## src/verilog/fpu_f32_pkg.sv

```systemverilog
/* Single-precision format: field struct, word union,
   exponent constants and operand class enum */

package fpu_f32_pkg;

	// ====================
	// Format constants
	// ====================

	// Exponent bias of the single-precision format
	localparam int F32_EXP_BIAS = 127;
	// All-ones exponent marks infinity and NaN
	localparam int F32_EXP_MAX = 255;

	// ====================
	// Word layout
	// ====================

	// Fields of a single-precision word, MSB first
	typedef struct packed {
		logic        sign;
		logic [7:0]  exponent;
		logic [22:0] mantissa;
	} f32_fields_t;

	// Same 32 bits, read as a raw word or as fields
	typedef union packed {
		logic [31:0] raw;
		f32_fields_t fields;
	} f32_t;

	// Operand class after decode
	// Denormals are folded into zero
	typedef enum logic [2:0] {
		F32_CLASS_ZERO   = 3'd0,
		F32_CLASS_NORMAL = 3'd1,
		F32_CLASS_INF    = 3'd2,
		F32_CLASS_QNAN   = 3'd3,
		F32_CLASS_SNAN   = 3'd4
	} f32_class_t;

endpackage

```

## src/verilog/fpu_op_pkg.sv

```systemverilog
/* Operation code, exception flags and canonical NaN */

package fpu_op_pkg;

	// Add, or subtract B from A
	typedef enum logic {
		FPU_OP_ADD = 1'b0,
		FPU_OP_SUB = 1'b1
	} fpu_op_t;

	// Exception flags reported with every result
	typedef struct packed {
		logic invalid;
		logic overflow;
		logic underflow;
		logic inexact;
	} fpu_flags_t;

	// Quiet NaN returned for every NaN result
	localparam logic [31:0] F32_CANON_NAN = 32'h7FC0_0000;

endpackage

```

## src/verilog/fpu_f32_decode.sv

```systemverilog
/* Decode stage: sub sign flip, denormal flush, classing,
   special result selection and significand unpack */
`timescale 1ns/1ps

module fpu_f32_decode
	import fpu_f32_pkg::*, fpu_op_pkg::*;
(
	input  logic        clk,
	input  logic        arst_n,
	input  logic        in_valid,
	input  fpu_op_t     op,
	input  f32_t        a,
	input  f32_t        b,
	output logic        dec_valid,
	output logic        dec_sign_a,
	output logic        dec_sign_b,
	output logic [7:0]  dec_exp_a,
	output logic [7:0]  dec_exp_b,
	output logic [23:0] dec_sig_a,
	output logic [23:0] dec_sig_b,
	output logic        dec_special,
	output f32_t        dec_special_word,
	output fpu_flags_t  dec_flags
);

	f32_t       b_eff;
	f32_class_t cls_a;
	f32_class_t cls_b;
	logic       snan_any;
	logic       nan_any;
	logic       inf_clash;
	logic       spec;
	f32_t       spec_word;
	fpu_flags_t spec_flags;

	// Class of one operand, denormals count as zero
	function automatic f32_class_t classify(input f32_t v);
		if (v.fields.exponent == 8'(F32_EXP_MAX)) begin
			if (v.fields.mantissa == '0)
				return F32_CLASS_INF;
			// MSB of the mantissa set means quiet
			return v.fields.mantissa[22] ? F32_CLASS_QNAN : F32_CLASS_SNAN;
		end
		if (v.fields.exponent == '0)
			return F32_CLASS_ZERO;
		return F32_CLASS_NORMAL;
	endfunction

	// Subtraction is addition with B negated
	always_comb begin
		b_eff = b;
		b_eff.fields.sign = b.fields.sign ^ (op == FPU_OP_SUB);
	end

	assign cls_a = classify(a);
	assign cls_b = classify(b_eff);

	assign snan_any = (cls_a == F32_CLASS_SNAN) || (cls_b == F32_CLASS_SNAN);
	assign nan_any = snan_any || (cls_a == F32_CLASS_QNAN) || (cls_b == F32_CLASS_QNAN);
	// Opposite infinities cancel into an invalid result
	assign inf_clash = (cls_a == F32_CLASS_INF) && (cls_b == F32_CLASS_INF) &&
		(a.fields.sign != b_eff.fields.sign);

	// ====================
	// Special results
	// ====================
	always_comb begin
		spec = 1'b1;
		spec_word = '0;
		spec_flags = '0;
		if (nan_any || inf_clash) begin
			spec_word.raw = F32_CANON_NAN;
			// Quiet NaN input propagates silently
			spec_flags.invalid = snan_any || inf_clash;
		end else if (cls_a == F32_CLASS_INF) begin
			spec_word.fields.sign = a.fields.sign;
			spec_word.fields.exponent = 8'(F32_EXP_MAX);
		end else if (cls_b == F32_CLASS_INF) begin
			spec_word.fields.sign = b_eff.fields.sign;
			spec_word.fields.exponent = 8'(F32_EXP_MAX);
		end else begin
			spec = 1'b0;
		end
	end

	always_ff @(posedge clk or negedge arst_n) begin
		if (!arst_n) begin
			dec_valid <= 1'b0;
			dec_sign_a <= 1'b0;
			dec_sign_b <= 1'b0;
			dec_exp_a <= '0;
			dec_exp_b <= '0;
			dec_sig_a <= '0;
			dec_sig_b <= '0;
			dec_special <= 1'b0;
			dec_special_word <= '0;
			dec_flags <= '0;
		end else begin
			dec_valid <= in_valid;
			dec_sign_a <= a.fields.sign;
			dec_sign_b <= b_eff.fields.sign;
			// Zero class gets exponent 0 and no hidden bit
			dec_exp_a <= (cls_a == F32_CLASS_ZERO) ? 8'd0 : a.fields.exponent;
			dec_exp_b <= (cls_b == F32_CLASS_ZERO) ? 8'd0 : b_eff.fields.exponent;
			dec_sig_a <= (cls_a == F32_CLASS_ZERO) ? 24'd0 : {1'b1, a.fields.mantissa};
			dec_sig_b <= (cls_b == F32_CLASS_ZERO) ? 24'd0 : {1'b1, b_eff.fields.mantissa};
			dec_special <= spec;
			dec_special_word <= spec_word;
			dec_flags <= spec_flags;
		end
	end

endmodule

```

## src/verilog/fpu_f32_execute.sv

```systemverilog
/* Execute stage: magnitude swap, alignment shift with sticky,
   significand add or subtract */
`timescale 1ns/1ps

module fpu_f32_execute
	import fpu_f32_pkg::*, fpu_op_pkg::*;
#(
	parameter int GUARD_BITS = 3
) (
	input  logic                   clk,
	input  logic                   arst_n,
	input  logic                   dec_valid,
	input  logic                   dec_sign_a,
	input  logic                   dec_sign_b,
	input  logic [7:0]             dec_exp_a,
	input  logic [7:0]             dec_exp_b,
	input  logic [23:0]            dec_sig_a,
	input  logic [23:0]            dec_sig_b,
	input  logic                   dec_special,
	input  f32_t                   dec_special_word,
	input  fpu_flags_t             dec_flags,
	output logic                   exe_valid,
	output logic                   exe_sign,
	output logic signed [9:0]      exe_exp,
	output logic [24+GUARD_BITS:0] exe_sum,
	output logic                   exe_special,
	output f32_t                   exe_special_word,
	output fpu_flags_t             exe_flags
);

	// Significand plus guard field
	localparam int SW = 24 + GUARD_BITS;

	logic          a_big;
	logic          big_sign;
	logic [7:0]    big_exp;
	logic [23:0]   big_sig;
	logic [7:0]    small_exp;
	logic [23:0]   small_sig;
	logic [7:0]    exp_diff;
	logic [SW-1:0] small_ext;
	logic [SW-1:0] shifted;
	logic [SW-1:0] lost_mask;
	logic          sticky;
	logic [SW-1:0] aligned;
	logic          eff_sub;
	logic [SW:0]   sum;
	logic          sum_sign;

	// ====================
	// Operand ordering
	// ====================
	// Exponent then significand gives magnitude order
	assign a_big = {dec_exp_a, dec_sig_a} >= {dec_exp_b, dec_sig_b};

	assign big_sign = a_big ? dec_sign_a : dec_sign_b;
	assign big_exp = a_big ? dec_exp_a : dec_exp_b;
	assign big_sig = a_big ? dec_sig_a : dec_sig_b;
	assign small_exp = a_big ? dec_exp_b : dec_exp_a;
	assign small_sig = a_big ? dec_sig_b : dec_sig_a;
	assign exp_diff = big_exp - small_exp;

	// ====================
	// Alignment
	// ====================
	always_comb begin
		small_ext = {small_sig, {GUARD_BITS{1'b0}}};
		lost_mask = '0;
		if (exp_diff >= SW) begin
			// Whole operand falls below the guard field
			shifted = '0;
			sticky = |small_sig;
		end else begin
			shifted = small_ext >> exp_diff;
			lost_mask = (SW'(1) << exp_diff) - SW'(1);
			sticky = |(small_ext & lost_mask);
		end
	end

	// Sticky folds into the lowest guard bit
	assign aligned = {shifted[SW-1:1], shifted[0] | sticky};

	// Unlike signs subtract, big minus small never goes negative
	assign eff_sub = dec_sign_a ^ dec_sign_b;
	assign sum = eff_sub ? ({1'b0, big_sig, {GUARD_BITS{1'b0}}} - {1'b0, aligned}) :
		({1'b0, big_sig, {GUARD_BITS{1'b0}}} + {1'b0, aligned});

	// Exact cancellation is +0
	assign sum_sign = (eff_sub && sum == '0) ? 1'b0 : big_sign;

	always_ff @(posedge clk or negedge arst_n) begin
		if (!arst_n) begin
			exe_valid <= 1'b0;
			exe_sign <= 1'b0;
			exe_exp <= '0;
			exe_sum <= '0;
			exe_special <= 1'b0;
			exe_special_word <= '0;
			exe_flags <= '0;
		end else begin
			exe_valid <= dec_valid;
			exe_sign <= sum_sign;
			// Exponent travels unbiased from here on
			exe_exp <= 10'(big_exp) - 10'(F32_EXP_BIAS);
			exe_sum <= sum;
			exe_special <= dec_special;
			exe_special_word <= dec_special_word;
			exe_flags <= dec_flags;
		end
	end

endmodule

```

## src/verilog/fpu_f32_result.sv

```systemverilog
/* Result stage: normalize, round to nearest even,
   overflow and underflow handling, pack */
`timescale 1ns/1ps

module fpu_f32_result
	import fpu_f32_pkg::*, fpu_op_pkg::*;
#(
	parameter int GUARD_BITS = 3
) (
	input  logic                   clk,
	input  logic                   arst_n,
	input  logic                   exe_valid,
	input  logic                   exe_sign,
	input  logic signed [9:0]      exe_exp,
	input  logic [24+GUARD_BITS:0] exe_sum,
	input  logic                   exe_special,
	input  f32_t                   exe_special_word,
	input  fpu_flags_t             exe_flags,
	output logic                   out_valid,
	output f32_t                   result,
	output fpu_flags_t             flags
);

	// Sum width, and width once the carry bit is gone
	localparam int SW = 25 + GUARD_BITS;
	localparam int NW = SW - 1;
	localparam int LZW = $clog2(NW + 1);

	logic [LZW-1:0]     lz;
	logic [NW-1:0]      norm;
	logic signed [10:0] exp_adj;
	logic signed [10:0] e_norm;
	logic signed [10:0] e_final;
	logic [23:0]        keep;
	logic               guard_bit;
	logic               rest_bits;
	logic               round_up;
	logic               lost_bits;
	logic [24:0]        rounded;
	logic [22:0]        mant_out;
	f32_t               word;
	fpu_flags_t         word_flags;

	// Zeros above the first set bit
	function automatic logic [LZW-1:0] count_lz(input logic [NW-1:0] v);
		logic [LZW-1:0] n;
		logic           found;
		n = '0;
		found = 1'b0;
		for (int i = NW - 1; i >= 0; i--) begin
			if (v[i])
				found = 1'b1;
			else if (!found)
				n = n + 1'b1;
		end
		return n;
	endfunction

	// ====================
	// Normalization
	// ====================
	assign lz = count_lz(exe_sum[NW-1:0]);

	always_comb begin
		if (exe_sum[SW-1]) begin
			// Carry out, one step right keeping sticky
			norm = {exe_sum[SW-1:2], exe_sum[1] | exe_sum[0]};
			exp_adj = 11'sd1;
		end else begin
			norm = exe_sum[NW-1:0] << lz;
			exp_adj = -$signed(11'(lz));
		end
	end

	// ====================
	// Rounding
	// ====================
	assign keep = norm[NW-1:GUARD_BITS];
	assign guard_bit = norm[GUARD_BITS-1];
	// Extra guard bits beyond round all act as sticky
	assign rest_bits = |norm[GUARD_BITS-2:0];
	// Ties go to the even significand
	assign round_up = guard_bit & (rest_bits | keep[0]);
	assign lost_bits = guard_bit | rest_bits;
	assign rounded = {1'b0, keep} + 25'(round_up);
	// Round carry leaves 1.000..., low bits already zero
	assign mant_out = rounded[22:0];

	assign e_norm = 11'(exe_exp + F32_EXP_BIAS + exp_adj);
	assign e_final = e_norm + {10'd0, rounded[24]};

	// Packing and range checks
	always_comb begin
		word = '0;
		word_flags = '0;
		if (exe_special) begin
			word = exe_special_word;
			word_flags = exe_flags;
		end else if (exe_sum == '0) begin
			word.fields.sign = exe_sign;
		end else if (e_final >= F32_EXP_MAX) begin
			word.fields.sign = exe_sign;
			word.fields.exponent = 8'(F32_EXP_MAX);
			word_flags.overflow = 1'b1;
			word_flags.inexact = 1'b1;
		end else if (e_final < 1) begin
			// Too small for a normal, flush to signed zero
			word.fields.sign = exe_sign;
			word_flags.underflow = 1'b1;
		end else begin
			word.fields.sign = exe_sign;
			word.fields.exponent = e_final[7:0];
			word.fields.mantissa = mant_out;
			word_flags.inexact = lost_bits;
		end
	end

	// Idle cycles show zero result and no flags
	always_ff @(posedge clk or negedge arst_n) begin
		if (!arst_n) begin
			out_valid <= 1'b0;
			result <= '0;
			flags <= '0;
		end else begin
			out_valid <= exe_valid;
			result <= exe_valid ? word : '0;
			flags <= exe_valid ? word_flags : '0;
		end
	end

endmodule

```

## src/verilog/fpu_f32_add.sv

```systemverilog
/* Three-stage f32 add/sub pipeline top */
`timescale 1ns/1ps

module fpu_f32_add
	import fpu_f32_pkg::*, fpu_op_pkg::*;
#(
	parameter int GUARD_BITS = 3
) (
	input  logic       clk,
	input  logic       arst_n,
	input  logic       in_valid,
	input  fpu_op_t    op,
	input  f32_t       a,
	input  f32_t       b,
	output logic       out_valid,
	output f32_t       result,
	output fpu_flags_t flags
);

	// ====================
	// Decode to execute
	// ====================
	logic        dec_valid;
	logic        dec_sign_a;
	logic        dec_sign_b;
	logic [7:0]  dec_exp_a;
	logic [7:0]  dec_exp_b;
	logic [23:0] dec_sig_a;
	logic [23:0] dec_sig_b;
	logic        dec_special;
	f32_t        dec_special_word;
	fpu_flags_t  dec_flags;

	// ====================
	// Execute to result
	// ====================
	logic                   exe_valid;
	logic                   exe_sign;
	logic signed [9:0]      exe_exp;
	logic [24+GUARD_BITS:0] exe_sum;
	logic                   exe_special;
	f32_t                   exe_special_word;
	fpu_flags_t             exe_flags;

	fpu_f32_decode u_decode (
		.clk              (clk),
		.arst_n           (arst_n),
		.in_valid         (in_valid),
		.op               (op),
		.a                (a),
		.b                (b),
		.dec_valid        (dec_valid),
		.dec_sign_a       (dec_sign_a),
		.dec_sign_b       (dec_sign_b),
		.dec_exp_a        (dec_exp_a),
		.dec_exp_b        (dec_exp_b),
		.dec_sig_a        (dec_sig_a),
		.dec_sig_b        (dec_sig_b),
		.dec_special      (dec_special),
		.dec_special_word (dec_special_word),
		.dec_flags        (dec_flags)
	);

	// Guard width sets the sum bus between execute and result
	fpu_f32_execute #(
		.GUARD_BITS (GUARD_BITS)
	) u_execute (
		.clk              (clk),
		.arst_n           (arst_n),
		.dec_valid        (dec_valid),
		.dec_sign_a       (dec_sign_a),
		.dec_sign_b       (dec_sign_b),
		.dec_exp_a        (dec_exp_a),
		.dec_exp_b        (dec_exp_b),
		.dec_sig_a        (dec_sig_a),
		.dec_sig_b        (dec_sig_b),
		.dec_special      (dec_special),
		.dec_special_word (dec_special_word),
		.dec_flags        (dec_flags),
		.exe_valid        (exe_valid),
		.exe_sign         (exe_sign),
		.exe_exp          (exe_exp),
		.exe_sum          (exe_sum),
		.exe_special      (exe_special),
		.exe_special_word (exe_special_word),
		.exe_flags        (exe_flags)
	);

	fpu_f32_result #(
		.GUARD_BITS (GUARD_BITS)
	) u_result (
		.clk              (clk),
		.arst_n           (arst_n),
		.exe_valid        (exe_valid),
		.exe_sign         (exe_sign),
		.exe_exp          (exe_exp),
		.exe_sum          (exe_sum),
		.exe_special      (exe_special),
		.exe_special_word (exe_special_word),
		.exe_flags        (exe_flags),
		.out_valid        (out_valid),
		.result           (result),
		.flags            (flags)
	);

endmodule

```

## config.mk

```make
export PLATFORM = sky130hd
export DESIGN_NAME = fpu_f32_add
export DESIGN_NICKNAME = d
export VERILOG_FILES = /design/src/verilog/fpu_f32_pkg.sv /design/src/verilog/fpu_op_pkg.sv /design/src/verilog/fpu_f32_decode.sv /design/src/verilog/fpu_f32_execute.sv /design/src/verilog/fpu_f32_result.sv /design/src/verilog/fpu_f32_add.sv
export SDC_FILE = /design/constraint.sdc
export NUM_CORES = 1
export LEC_CHECK = 0
export BUFFER_PORTS_ARGS = -buffer_cell sky130_fd_sc_hd__buf_2
export CORE_MARGIN = 1
export CORE_UTILIZATION = 35
export CTS_CLUSTER_DIAMETER = 50
export CTS_CLUSTER_SIZE = 10
export DETAILED_ROUTE_END_ITERATION = 10
export PLACE_DENSITY = 0.56
export SETUP_SLACK_MARGIN = 0.1
export SYNTH_ARGS = -nofsm -noshare
export SYNTH_HDL_FRONTEND = slang
export SYNTH_SLANG_ARGS = --single-unit
```

## constraint.sdc

```tcl
create_clock -name clk -period 24.5 [get_ports clk]
set_input_delay 4.9 -clock clk [delete_from_list [all_inputs] [get_ports clk]]
set_output_delay 4.9 -clock clk [all_outputs]
set_load 0.01 [all_outputs]
```

==> results of run 1 <==
power by group:
part           leakage [uW]  total [uW]  switching, uW  internal, uW
registers           0.00184         387           89.8           297
logic               0.00674        1140            703           439
clock network      0.000283         264            107           157
logic make-up (layout without fill, tap and decap cells):
logic type | Yosys count | in the layout | synth area share
DFF | 151 | 151 | 0.208
and+or+nand+nor | 935 | 935 | 0.263
muxes | 156 | 156 | 0.0941
adders and majority gates | 127 | 127 | 0.0881
AOI/OAI and AO/OA | 600 | 600 | 0.211
buffers and inverters | 295 | 301 | 0.0635
xor gates and xnor gates | 130 | 130 | 0.0724
worst max-delay path: cells and delay by family, from the launching register on:
kind                       cells  cell delay [ps]
AOI/OAI and AO/OA             39             8000
xor gates and xnor gates       3              510
adders and majority gates     16             4760
buffers and inverters          6              430
DFF                            1              520
muxes                          7             1030
and+or+nand+nor               29             5010
layout make-up:
class	instances	area [sq um]
clock buffers	21	460
clock inverters	11	138
fillers	5410	31500
inverters	143	537
multi-input cells	1948	13300
flip-flops and latches	151	3780
well taps	680	851
repair buffers	126	692
per-layer routing:
layer | vias to the layer above | GRT usage
li1 | 8581 | -
met1 | 8433 | 0.278
met2 | 458 | 0.367
met3 | 89 | 0.0216
met4 | 0 | 0.0791
met5 | - | 0
state kept, by name, summed over array words and instances (netlist names):
name / cells
u_decode.dec_exp_b: 8
u_decode.dec_sig_b: 24
u_decode.dec_flags: 1
u_execute.exe_sign: 1
u_decode.dec_sign_b: 1
u_decode.dec_sign_a: 1
u_execute.exe_valid: 1
u_result.flags: 4
u_decode.dec_valid: 1
u_execute.exe_special: 1
u_execute.exe_sum: 28
u_decode.dec_sig_a: 24
u_execute.exe_exp: 9
u_result.result: 32
u_execute.exe_flags: 1
u_result.out_valid: 1
u_execute.exe_special_word: 2
u_decode.dec_special_word: 3
u_decode.dec_exp_a: 8
path summary, 6_finish.rpt:
| kind | slack [ps] | from | endpoint |
|---|---|---|---|
| max | 4160 | u_execute.exe_sum[25] | u_result.result[2] |
| min reg2reg | 350 | u_decode.dec_special_word[22] | u_execute.exe_special_word[22] |
| min | 350 | u_decode.dec_special_word[22] | u_execute.exe_special_word[22] |
| max reg2reg | 4160 | u_execute.exe_sum[25] | u_result.result[2] |
| min in group asynchronous | 4450 | arst_n | u_decode.dec_sig_b[0] |
| max in group asynchronous | 18650 | arst_n | u_result.result[18] |
through the flow:
stage          worst slack [ps]  cell area, sq um   util
2_1_floorplan              6860             18200      -
3_3_place_gp               4970             19200  0.374
3_5_place_dp               4430             19200  0.374
4_1_cts                    4390             19800  0.385
5_1_grt                    2450             19800  0.385
6_report                   4160             19800  0.385
placed cells by master, fill, tap and decap left out, types with 28 or more instances in the layout:
master     n
xor2_1    32
mux2i_1  122
o21ai_0  166
nand3_1   70
dfrtp_1  151
nand4_1   28
nand2_1  250
and2_1    60
a31oi_1   28
buf_2    103
nor3_1    68
nor4_1    40
xnor2_1   77
inv_1    138
nor2b_1   46
a21oi_1  159
nor2_1   217
ha_1     120
and3_1    30
==> results.py, run 1 <==
metrics = {
    "logic_synthesis": {
        "synth_edf_count": 0,
        "async_flop_share": 1.00,
        "synth_top_area_cell": "dfrtp_1",
        "synth.net_count": 2585,
        "synth-seq-cells": 151,
        "syn_inst": 2394,
        "ys_seq_area_frac": 0.208,
        "synth_flop_cell": "dfrtp_1",
        "synth_top_cell_area_share": 0.208,
        "netlist_area_sq_um": 18200,
        "ys_warn_count": 0,
        "avgSynthCellArea_sq_um": 7.59,
        "synthTopCellsByCount": "250 x nand2_1, 218 x nor2_1, 166 x o21ai_0",
        "yosysUniqueCellTypes": 105,
        "synth_most_common_cell": "nand2_1",
        "yosys-top-cells-area": "dfrtp_1 21%, ha_1 8.3%, mux2i_1 6.7%",
    },
    "detailed_routing": {
        "vias": 17600,
        "wirelength_um": 57700,
        "route.met2.wl_um": 28200,
        "wl_per_cell_um": 18.7,
        "wl_met3_um": 2230,
        "routed.top_layer": "met4",
        "drt-initial-drc-count": 1310,
        "m1WireLength_um": 25800,
        "vias_per_cell": 5.70,
        "drc_errors": 0,
        "ant_nets": 0,
        "first_pass_iters": 5,
    },
    "clock_tree": {
        "numCtsBuffers": 17,
        "cts_buffer_depth": 2,
        "cts_resized": 0,
        "cts_sinks": 151,
        "clkTransAtPathRegs_ps": 60,
        "cts_setup_buffers": 0,
        "cts-root-buf": "clkbuf_16",
        "clk_latency_ps": 460,
        "h-tree-depth": 4,
        "cts_tree": "yes",
        "hold_buffers": 0,
    },
    "setup_path": {
        "ff2ff_path_depth": 100,
        "startpoint_type": "flip-flop",
        "cp-end-kind": "flip-flop",
        "slowest_stage": "a21oi_4",
        "cp.arrival_ps": 20700,
        "crit_type": "flip-flop to flip-flop",
        "slowest_delay_ps": 840,
        "crit_path_frequent_cell": "ha_1",
        "cp_max_fo": 35,
        "worstPathRequired_ps": 24860,
    },
    "timing": {
        "setup_viol": 0,
        "worst_slew_pin_slew_ps": 1150,
        "hold-worst-slack_ps": 352,
        "fin_crit_sh": 0.830,
        "fin_crit_ps": 20340,
        "fin_tns_setup_ps": 0,
        "max_freq_mhz": 49.2,
        "maxSlewViolCount": 0,
        "slew_headroom": 0.226,
        "fin_worst_skew_ps": 22.4,
        "timing.final.hold_violations": 0,
        "rsz0062_at_grt": "false",
    },
    "placed_design": {
        "dp_hpwl_um": 45400,
        "portBuffers": 104,
        "place_congestion": 0.921,
        "dp.cells": 3048,
    },
    "cells_and_area": {
        "area_delta_synth_final_pct": 8.76,
        "drive_gt1_frac": 0.108,
        "nets": 2578,
        "fin_cells": 3080,
        "diodes": 0,
    },
    "floorplanning": {
        "die_height_um": 230,
        "initial_core_util": 0.354,
        "core-area_sq_um": 51300,
        "die_w_um": 230,
        "dieArea_sq_um": 52800,
        "rows": 83,
        "io_pins": 105,
    },
    "global_route": {
        "antenna_found_initial": 0,
        "grt_overflow": 0,
        "grt_pass1_vias": 16900,
        "grt_max_degree": 91,
        "gr-usage-all-layers": 0.215,
        "grt_pass1_wl_um": 91600,
    },
    "pwr": {
        "ir_drop_mv": 0.0516,
        "finalPower_uw": 1790,
        "leakage_uw": 0.00887,
        "p_per_area_nw_per_um2": 90.7,
    },
    "run": {
        "max_cap_violations": 0,
    },
    "run_status": {
        "run_status": "completed",
    },
    "min_path": {
        "whs_path_depth": 0,
        "worstHoldPathType": "flip-flop to flip-flop",
    },
}
Note: power is estimated with default switching activity, not from simulation.
==> run 2, diff against run 1 <==
==> constraint.sdc (replaced) <==
create_clock -name clk -period 19 [get_ports clk]
set_input_delay 3.8 -clock clk [delete_from_list [all_inputs] [get_ports clk]]
set_output_delay 3.8 -clock clk [all_outputs]
set_load 0.01 [all_outputs]
==> results.py, run 2 (synthesized netlist as in run 1, its figures left out) <==
metrics = {
    "clock_tree": {
        "clk_latency_ps": 460,
        "cts_buffer_depth": 2,
        "cts_sinks": 151,
        "numCtsBuffers": 17,
        "cts_tree": "yes",
        "cts-root-buf": "clkbuf_16",
        "h-tree-depth": 4,
        "clkTransAtPathRegs_ps": 60,
    },
    "timing": {
        "setup_viol": 0,
        "worst_slew_pin_slew_ps": 1020,
        "fin_crit_ps": 17950,
        "timing.final.hold_violations": 0,
        "fin_ws_ps": 1050,
        "max_freq_mhz": 55.7,
        "slew_headroom": 0.316,
        "fin_tns_setup_ps": 0,
        "maxSlewViolCount": 0,
        "fin_crit_sh": 0.945,
        "fin_worst_skew_ps": 18.0,
    },
    "placed_design": {
        "portBuffers": 104,
        "dp_hpwl_um": 46100,
        "pre_cts_slack_ps": -279,
        "place_congestion": 0.943,
    },
    "pwr": {
        "p_per_area_nw_per_um2": 121,
        "p_comb_frac": 0.664,
        "ir_drop_mv": 0.0648,
        "clockPowerShare": 0.133,
        "p_int_uw": 1220,
        "p_switching_uw": 1240,
        "p_sw_frac": 0.503,
        "seq_power_share": 0.203,
        "leakage_uw": 0.00910,
    },
    "cells_and_area": {
        "largest_register_ffs": 32,
        "nets": 2619,
        "top_register": "u_result.result",
        "top_regs": "u_result.result (32), u_execute.exe_sum (28)",
        "final_cell_mix": "249 x nand2_1, 212 x nor2_1, 157 x o21ai_0",
        "fill_cells": 5344,
        "area_delta_synth_final_pct": 12.1,
        "regArea_sq_um": 3780,
        "layout_commonest_cell": "nand2_1",
        "diodes": 0,
        "multi_input_area_sq_um": 13700,
        "drive_gt1_frac": 0.144,
    },
    "detailed_routing": {
        "drt-initial-drc-count": 1398,
        "wl_per_cell_um": 18.9,
        "ant_nets": 0,
        "vias": 17900,
        "drc_errors": 0,
        "first_pass_iters": 6,
        "wirelength_um": 58900,
        "vias_per_cell": 5.74,
    },
    "global_route": {
        "grt_util_met2": 0.367,
        "grt.busiest_layer": "met2",
        "grt_overflow": 0,
        "grt_max_degree": 91,
        "gr-usage-all-layers": 0.215,
        "met3_usage": 0.0185,
        "grt_pass1_vias": 16900,
        "use_met1": 0.279,
        "antenna_found_initial": 1,
        "grt_pass1_wl_um": 91800,
    },
    "floorplanning": {
        "die_w_um": 230,
        "rows": 83,
        "io_pins": 105,
        "initial_core_util": 0.354,
        "dieArea_sq_um": 52800,
        "die_height_um": 230,
        "core-area_sq_um": 51300,
    },
    "setup_path": {
        "cp-end-kind": "flip-flop",
        "slowest_delay_ps": 470,
        "cp_max_fo": 22,
        "cp.arrival_ps": 18330,
        "crit_type": "flip-flop to flip-flop",
        "worstPathRequired_ps": 19380,
        "r2r-start": "u_execute.exe_sum[25]",
        "slowest_stage": "dfrtp_2",
        "crit_path_frequent_cell": "ha_1",
        "crit_path_start": "u_execute.exe_sum[25]",
        "startpoint_type": "flip-flop",
    },
    "run": {
        "max_cap_violations": 0,
    },
    "min_path": {
        "min_from": "u_decode.dec_flags[3]",
        "worstHoldPathType": "flip-flop to flip-flop",
    },
    "run_status": {
        "run_status": "completed",
    },
}
[run 2: cell types whose count changed in the layout (fill, tap and decap cells not counted), sizes merged]
| cell | before | now |
|---|---|---|
| bufinv | 2 | 1 |
| buf | 126 | 163 |
| inv | 147 | 148 |
| clkinv | 2 | 4 |
| or3 | 23 | 26 |
| a21oi | 160 | 161 |
| clkinvlp | 3 | 4 |
| clkbuf | 21 | 18 |
[run 2: per-layer routing]
layer / share of wire / vias to the layer above
li1: - / 8669
met1: 0.45 / 8662
met2: 0.48 / 487
met3: 0.037 / 110
met4: 0.033 / 0
met5: 0 / -
[run 2: power by group through the flow]
stage	sequential, uW	clock, uW	combinational, uW
global route	504	348	1780
finish	499	326	1630
CTS	494	336	1480
global placement	501	0	1460
detailed placement	500	0	1470
floorplan	439	0	1120
[run 2: metrics by stage]
step	power, uW	area (sq um)	hold WS, ps	util	instances
after floorplan	1560	18200	331	-	2394
after global placement	1960	19200	333	0.375	3055
after detailed placement	1970	19200	335	0.375	3055
after CTS	2310	19800	348	0.387	3089
after global routing	2630	20400	354	0.397	3121
final	2460	20400	348	0.397	3121
[run 2: path summary, 6_finish.rpt]
path                       cells past startpoint                     end  slack, ps
hold / removal                                 0  u_execute.exe_flags[3]        350
setup / recovery                              94      u_result.result[0]       1050
min in group asynchronous                      1   u_decode.dec_sig_a[8]       3330
setup reg to reg                              94      u_result.result[0]       1050
max in group asynchronous                      2     u_result.result[16]      14260
hold reg to reg                                0  u_execute.exe_flags[3]        350
[run 2: final cells by class]
cell class	count	area share
timing repair buffer	163	0.0484
multi-input combinational	1952	0.670
inverter	143	0.0263
clock inverter	14	0.00688
sequential	151	0.186
tap	680	0.0417
clock buffer	18	0.0211
[run 2: what timing repair did]
action                     in CTS  in global routing
setup buffers                   2                 28
setup endpoints to repair      26                 34
pin swaps                       1                 35
resized for setup               4                 75
cloned                          0                  4
hold buffers                    0                  0
[run 2: critical path, delay by kind of cell, from the launching register on]
family                   cells  cell delay, ps
flip-flops                   1             470
XOR/XNOR                     3             610
AO/OA/AOI/OAI               36            5780
multiplexers                10            1830
AND/OR/NAND/NOR             26            4710
buffers and inverters        4             540
adder cells (fa/ha/maj)     15            3910
==> run 3, diff against run 2 <==
--- a/config.mk
+++ b/config.mk
@@ -11,6 +11,7 @@
 export CTS_CLUSTER_DIAMETER = 50
 export CTS_CLUSTER_SIZE = 10
 export DETAILED_ROUTE_END_ITERATION = 10
+export MAX_ROUTING_LAYER = met4
 export PLACE_DENSITY = 0.56
 export SETUP_SLACK_MARGIN = 0.1
 export SYNTH_ARGS = -nofsm -noshare
==> results.py, run 3 (synthesized netlist as in run 1, its figures left out) <==
metrics = {
    "setup_path": {
        "cp-end-kind": "flip-flop",
        "slowest_delay_ps": 470,
        "worstPathRequired_ps": 19400,
        "crit_type": "flip-flop to flip-flop",
        "slowest_stage": "dfrtp_2",
        "crit_path_frequent_cell": "ha_1",
        "cp_max_fo": 10,
        "cp.arrival_ps": 18310,
        "startpoint_type": "flip-flop",
    },
    "cells_and_area": {
        "diodes": 0,
        "top_register": "u_result.result",
        "largest_register_ffs": 32,
        "post-route-util": 0.400,
        "top_regs": "u_result.result (32), u_execute.exe_sum (28)",
        "final_cell_mix": "249 x nand2_1, 215 x nor2_1, 156 x o21ai_0",
        "area_delta_synth_final_pct": 12.8,
        "nets": 2622,
        "drive_gt1_frac": 0.147,
        "layout_commonest_cell": "nand2_1",
    },
    "floorplanning": {
        "core-area_sq_um": 51300,
        "initial_core_util": 0.354,
        "die_height_um": 230,
        "io_pins": 105,
        "die_w_um": 230,
        "rows": 83,
        "dieArea_sq_um": 52800,
    },
    "run_status": {
        "run_status": "completed",
    },
    "timing": {
        "fin_tns_setup_ps": 0,
        "slew_headroom": 0.298,
        "setup_viol": 0,
        "fin_crit_sh": 0.943,
        "fin_crit_ps": 17910,
        "maxSlewViolCount": 0,
        "timing.final.hold_violations": 0,
        "worst_slew_pin_slew_ps": 1050,
        "fin_worst_skew_ps": 15.3,
        "max_freq_mhz": 55.8,
    },
    "run": {
        "max_cap_violations": 0,
    },
    "global_route": {
        "antenna_found_initial": 0,
        "grt_pass1_wl_um": 92100,
        "grt_max_degree": 91,
        "grt_overflow": 0,
        "grt_pass1_vias": 16900,
        "gr-usage-all-layers": 0.222,
    },
    "clock_tree": {
        "cts_sinks": 151,
        "cts_buffer_depth": 2,
        "h-tree-depth": 4,
        "clk_latency_ps": 470,
        "cts-root-buf": "clkbuf_16",
        "numCtsBuffers": 17,
        "cts_tree": "yes",
        "clkTransAtPathRegs_ps": 70,
    },
    "detailed_routing": {
        "drc_errors": 0,
        "m1WireLength_um": 26200,
        "wirelength_um": 58700,
        "vias_per_cell": 5.72,
        "routed.top_layer": "met4",
        "first_pass_iters": 6,
        "route.met2.wl_um": 29200,
        "drt-initial-drc-count": 1420,
        "wl_met3_um": 1980,
        "wl_per_cell_um": 18.8,
        "ant_nets": 0,
        "vias": 17900,
    },
    "pwr": {
        "ir_drop_mv": 0.0632,
        "leakage_uw": 0.00915,
        "seq_power_share": 0.198,
        "p_comb_frac": 0.652,
        "p_int_uw": 1280,
        "p_switching_uw": 1230,
        "p_sw_frac": 0.489,
        "p_per_area_nw_per_um2": 123,
        "clockPowerShare": 0.150,
    },
    "min_path": {
        "worstHoldPathType": "flip-flop to flip-flop",
    },
    "placed_design": {
        "place_congestion": 0.954,
        "portBuffers": 104,
        "dp_hpwl_um": 46200,
    },
}
## run 3: worst paths after layout
path                                       start                endpoint  slack, ps  depth (start not counted)
setup / recovery           u_execute.exe_sum[25]     u_result.result[22]       1090                         95
hold reg to reg            u_decode.dec_flags[3]  u_execute.exe_flags[3]        350                          0
setup reg to reg           u_execute.exe_sum[25]     u_result.result[22]       1090                         95
max in group asynchronous                 arst_n      u_result.result[2]      14230                          2
min in group asynchronous                 arst_n  u_decode.dec_sig_a[11]       3340                          1
hold / removal             u_decode.dec_flags[3]  u_execute.exe_flags[3]        350                          0
## run 3: power groups by stage
stage	logic, uW	clock network (uW)	registers [uW]
floorplan	1120	0	439
global placement	1470	0	499
detailed placement	1470	0	499
CTS	1480	386	493
global route	1790	399	503
finish	1640	377	497
## run 3: per-stage QoR
stage	hold WS (ps)	area, sq um	setup slack, ps	power [uW]	cells
2_1_floorplan	331	18200	1360	1560	2394
3_3_place_gp	333	19200	422	1960	3056
3_5_place_dp	335	19200	-300	1970	3056
4_1_cts	348	19900	167	2360	3091
5_1_grt	358	20500	-143	2700	3123
6_report	348	20500	1090	2510	3123
## run 3: area by class of cell
| cell class | count | area (sq um) |
|---|---|---|
| clock buffer | 18 | 439 |
| clock inverter | 13 | 218 |
| fill | 5283 | 30800 |
| inverter | 143 | 537 |
| multi-input combinational | 1950 | 13700 |
| sequential | 151 | 3780 |
| tap | 680 | 851 |
| timing repair buffer | 168 | 1030 |
## run 3: critical path, delay by kind of cell, from the launching register on
kind                       cells  cell delay (ps)
AOI/OAI and AO/OA             35             5580
and+or+nand+nor               27             4920
adders and majority gates     15             3910
muxes                         10             1800
xor gates and xnor gates       4              630
buffers and inverters          4              480
DFF                            1              470
## run 3: layer usage
layer	track usage	up-vias
met2	0.379	444
met1	0.278	8674
met4	0.0644	0
li1	-	8681
met3	0.0206	80
met5	-	-
## run 3: what timing repair did
action,in CTS,in global routing
cloned,0,2
hold buffers,0,0
gates resized for setup,3,82
setup buffers,4,30
endpoints found under the setup margin,25,34
pin swaps,1,35
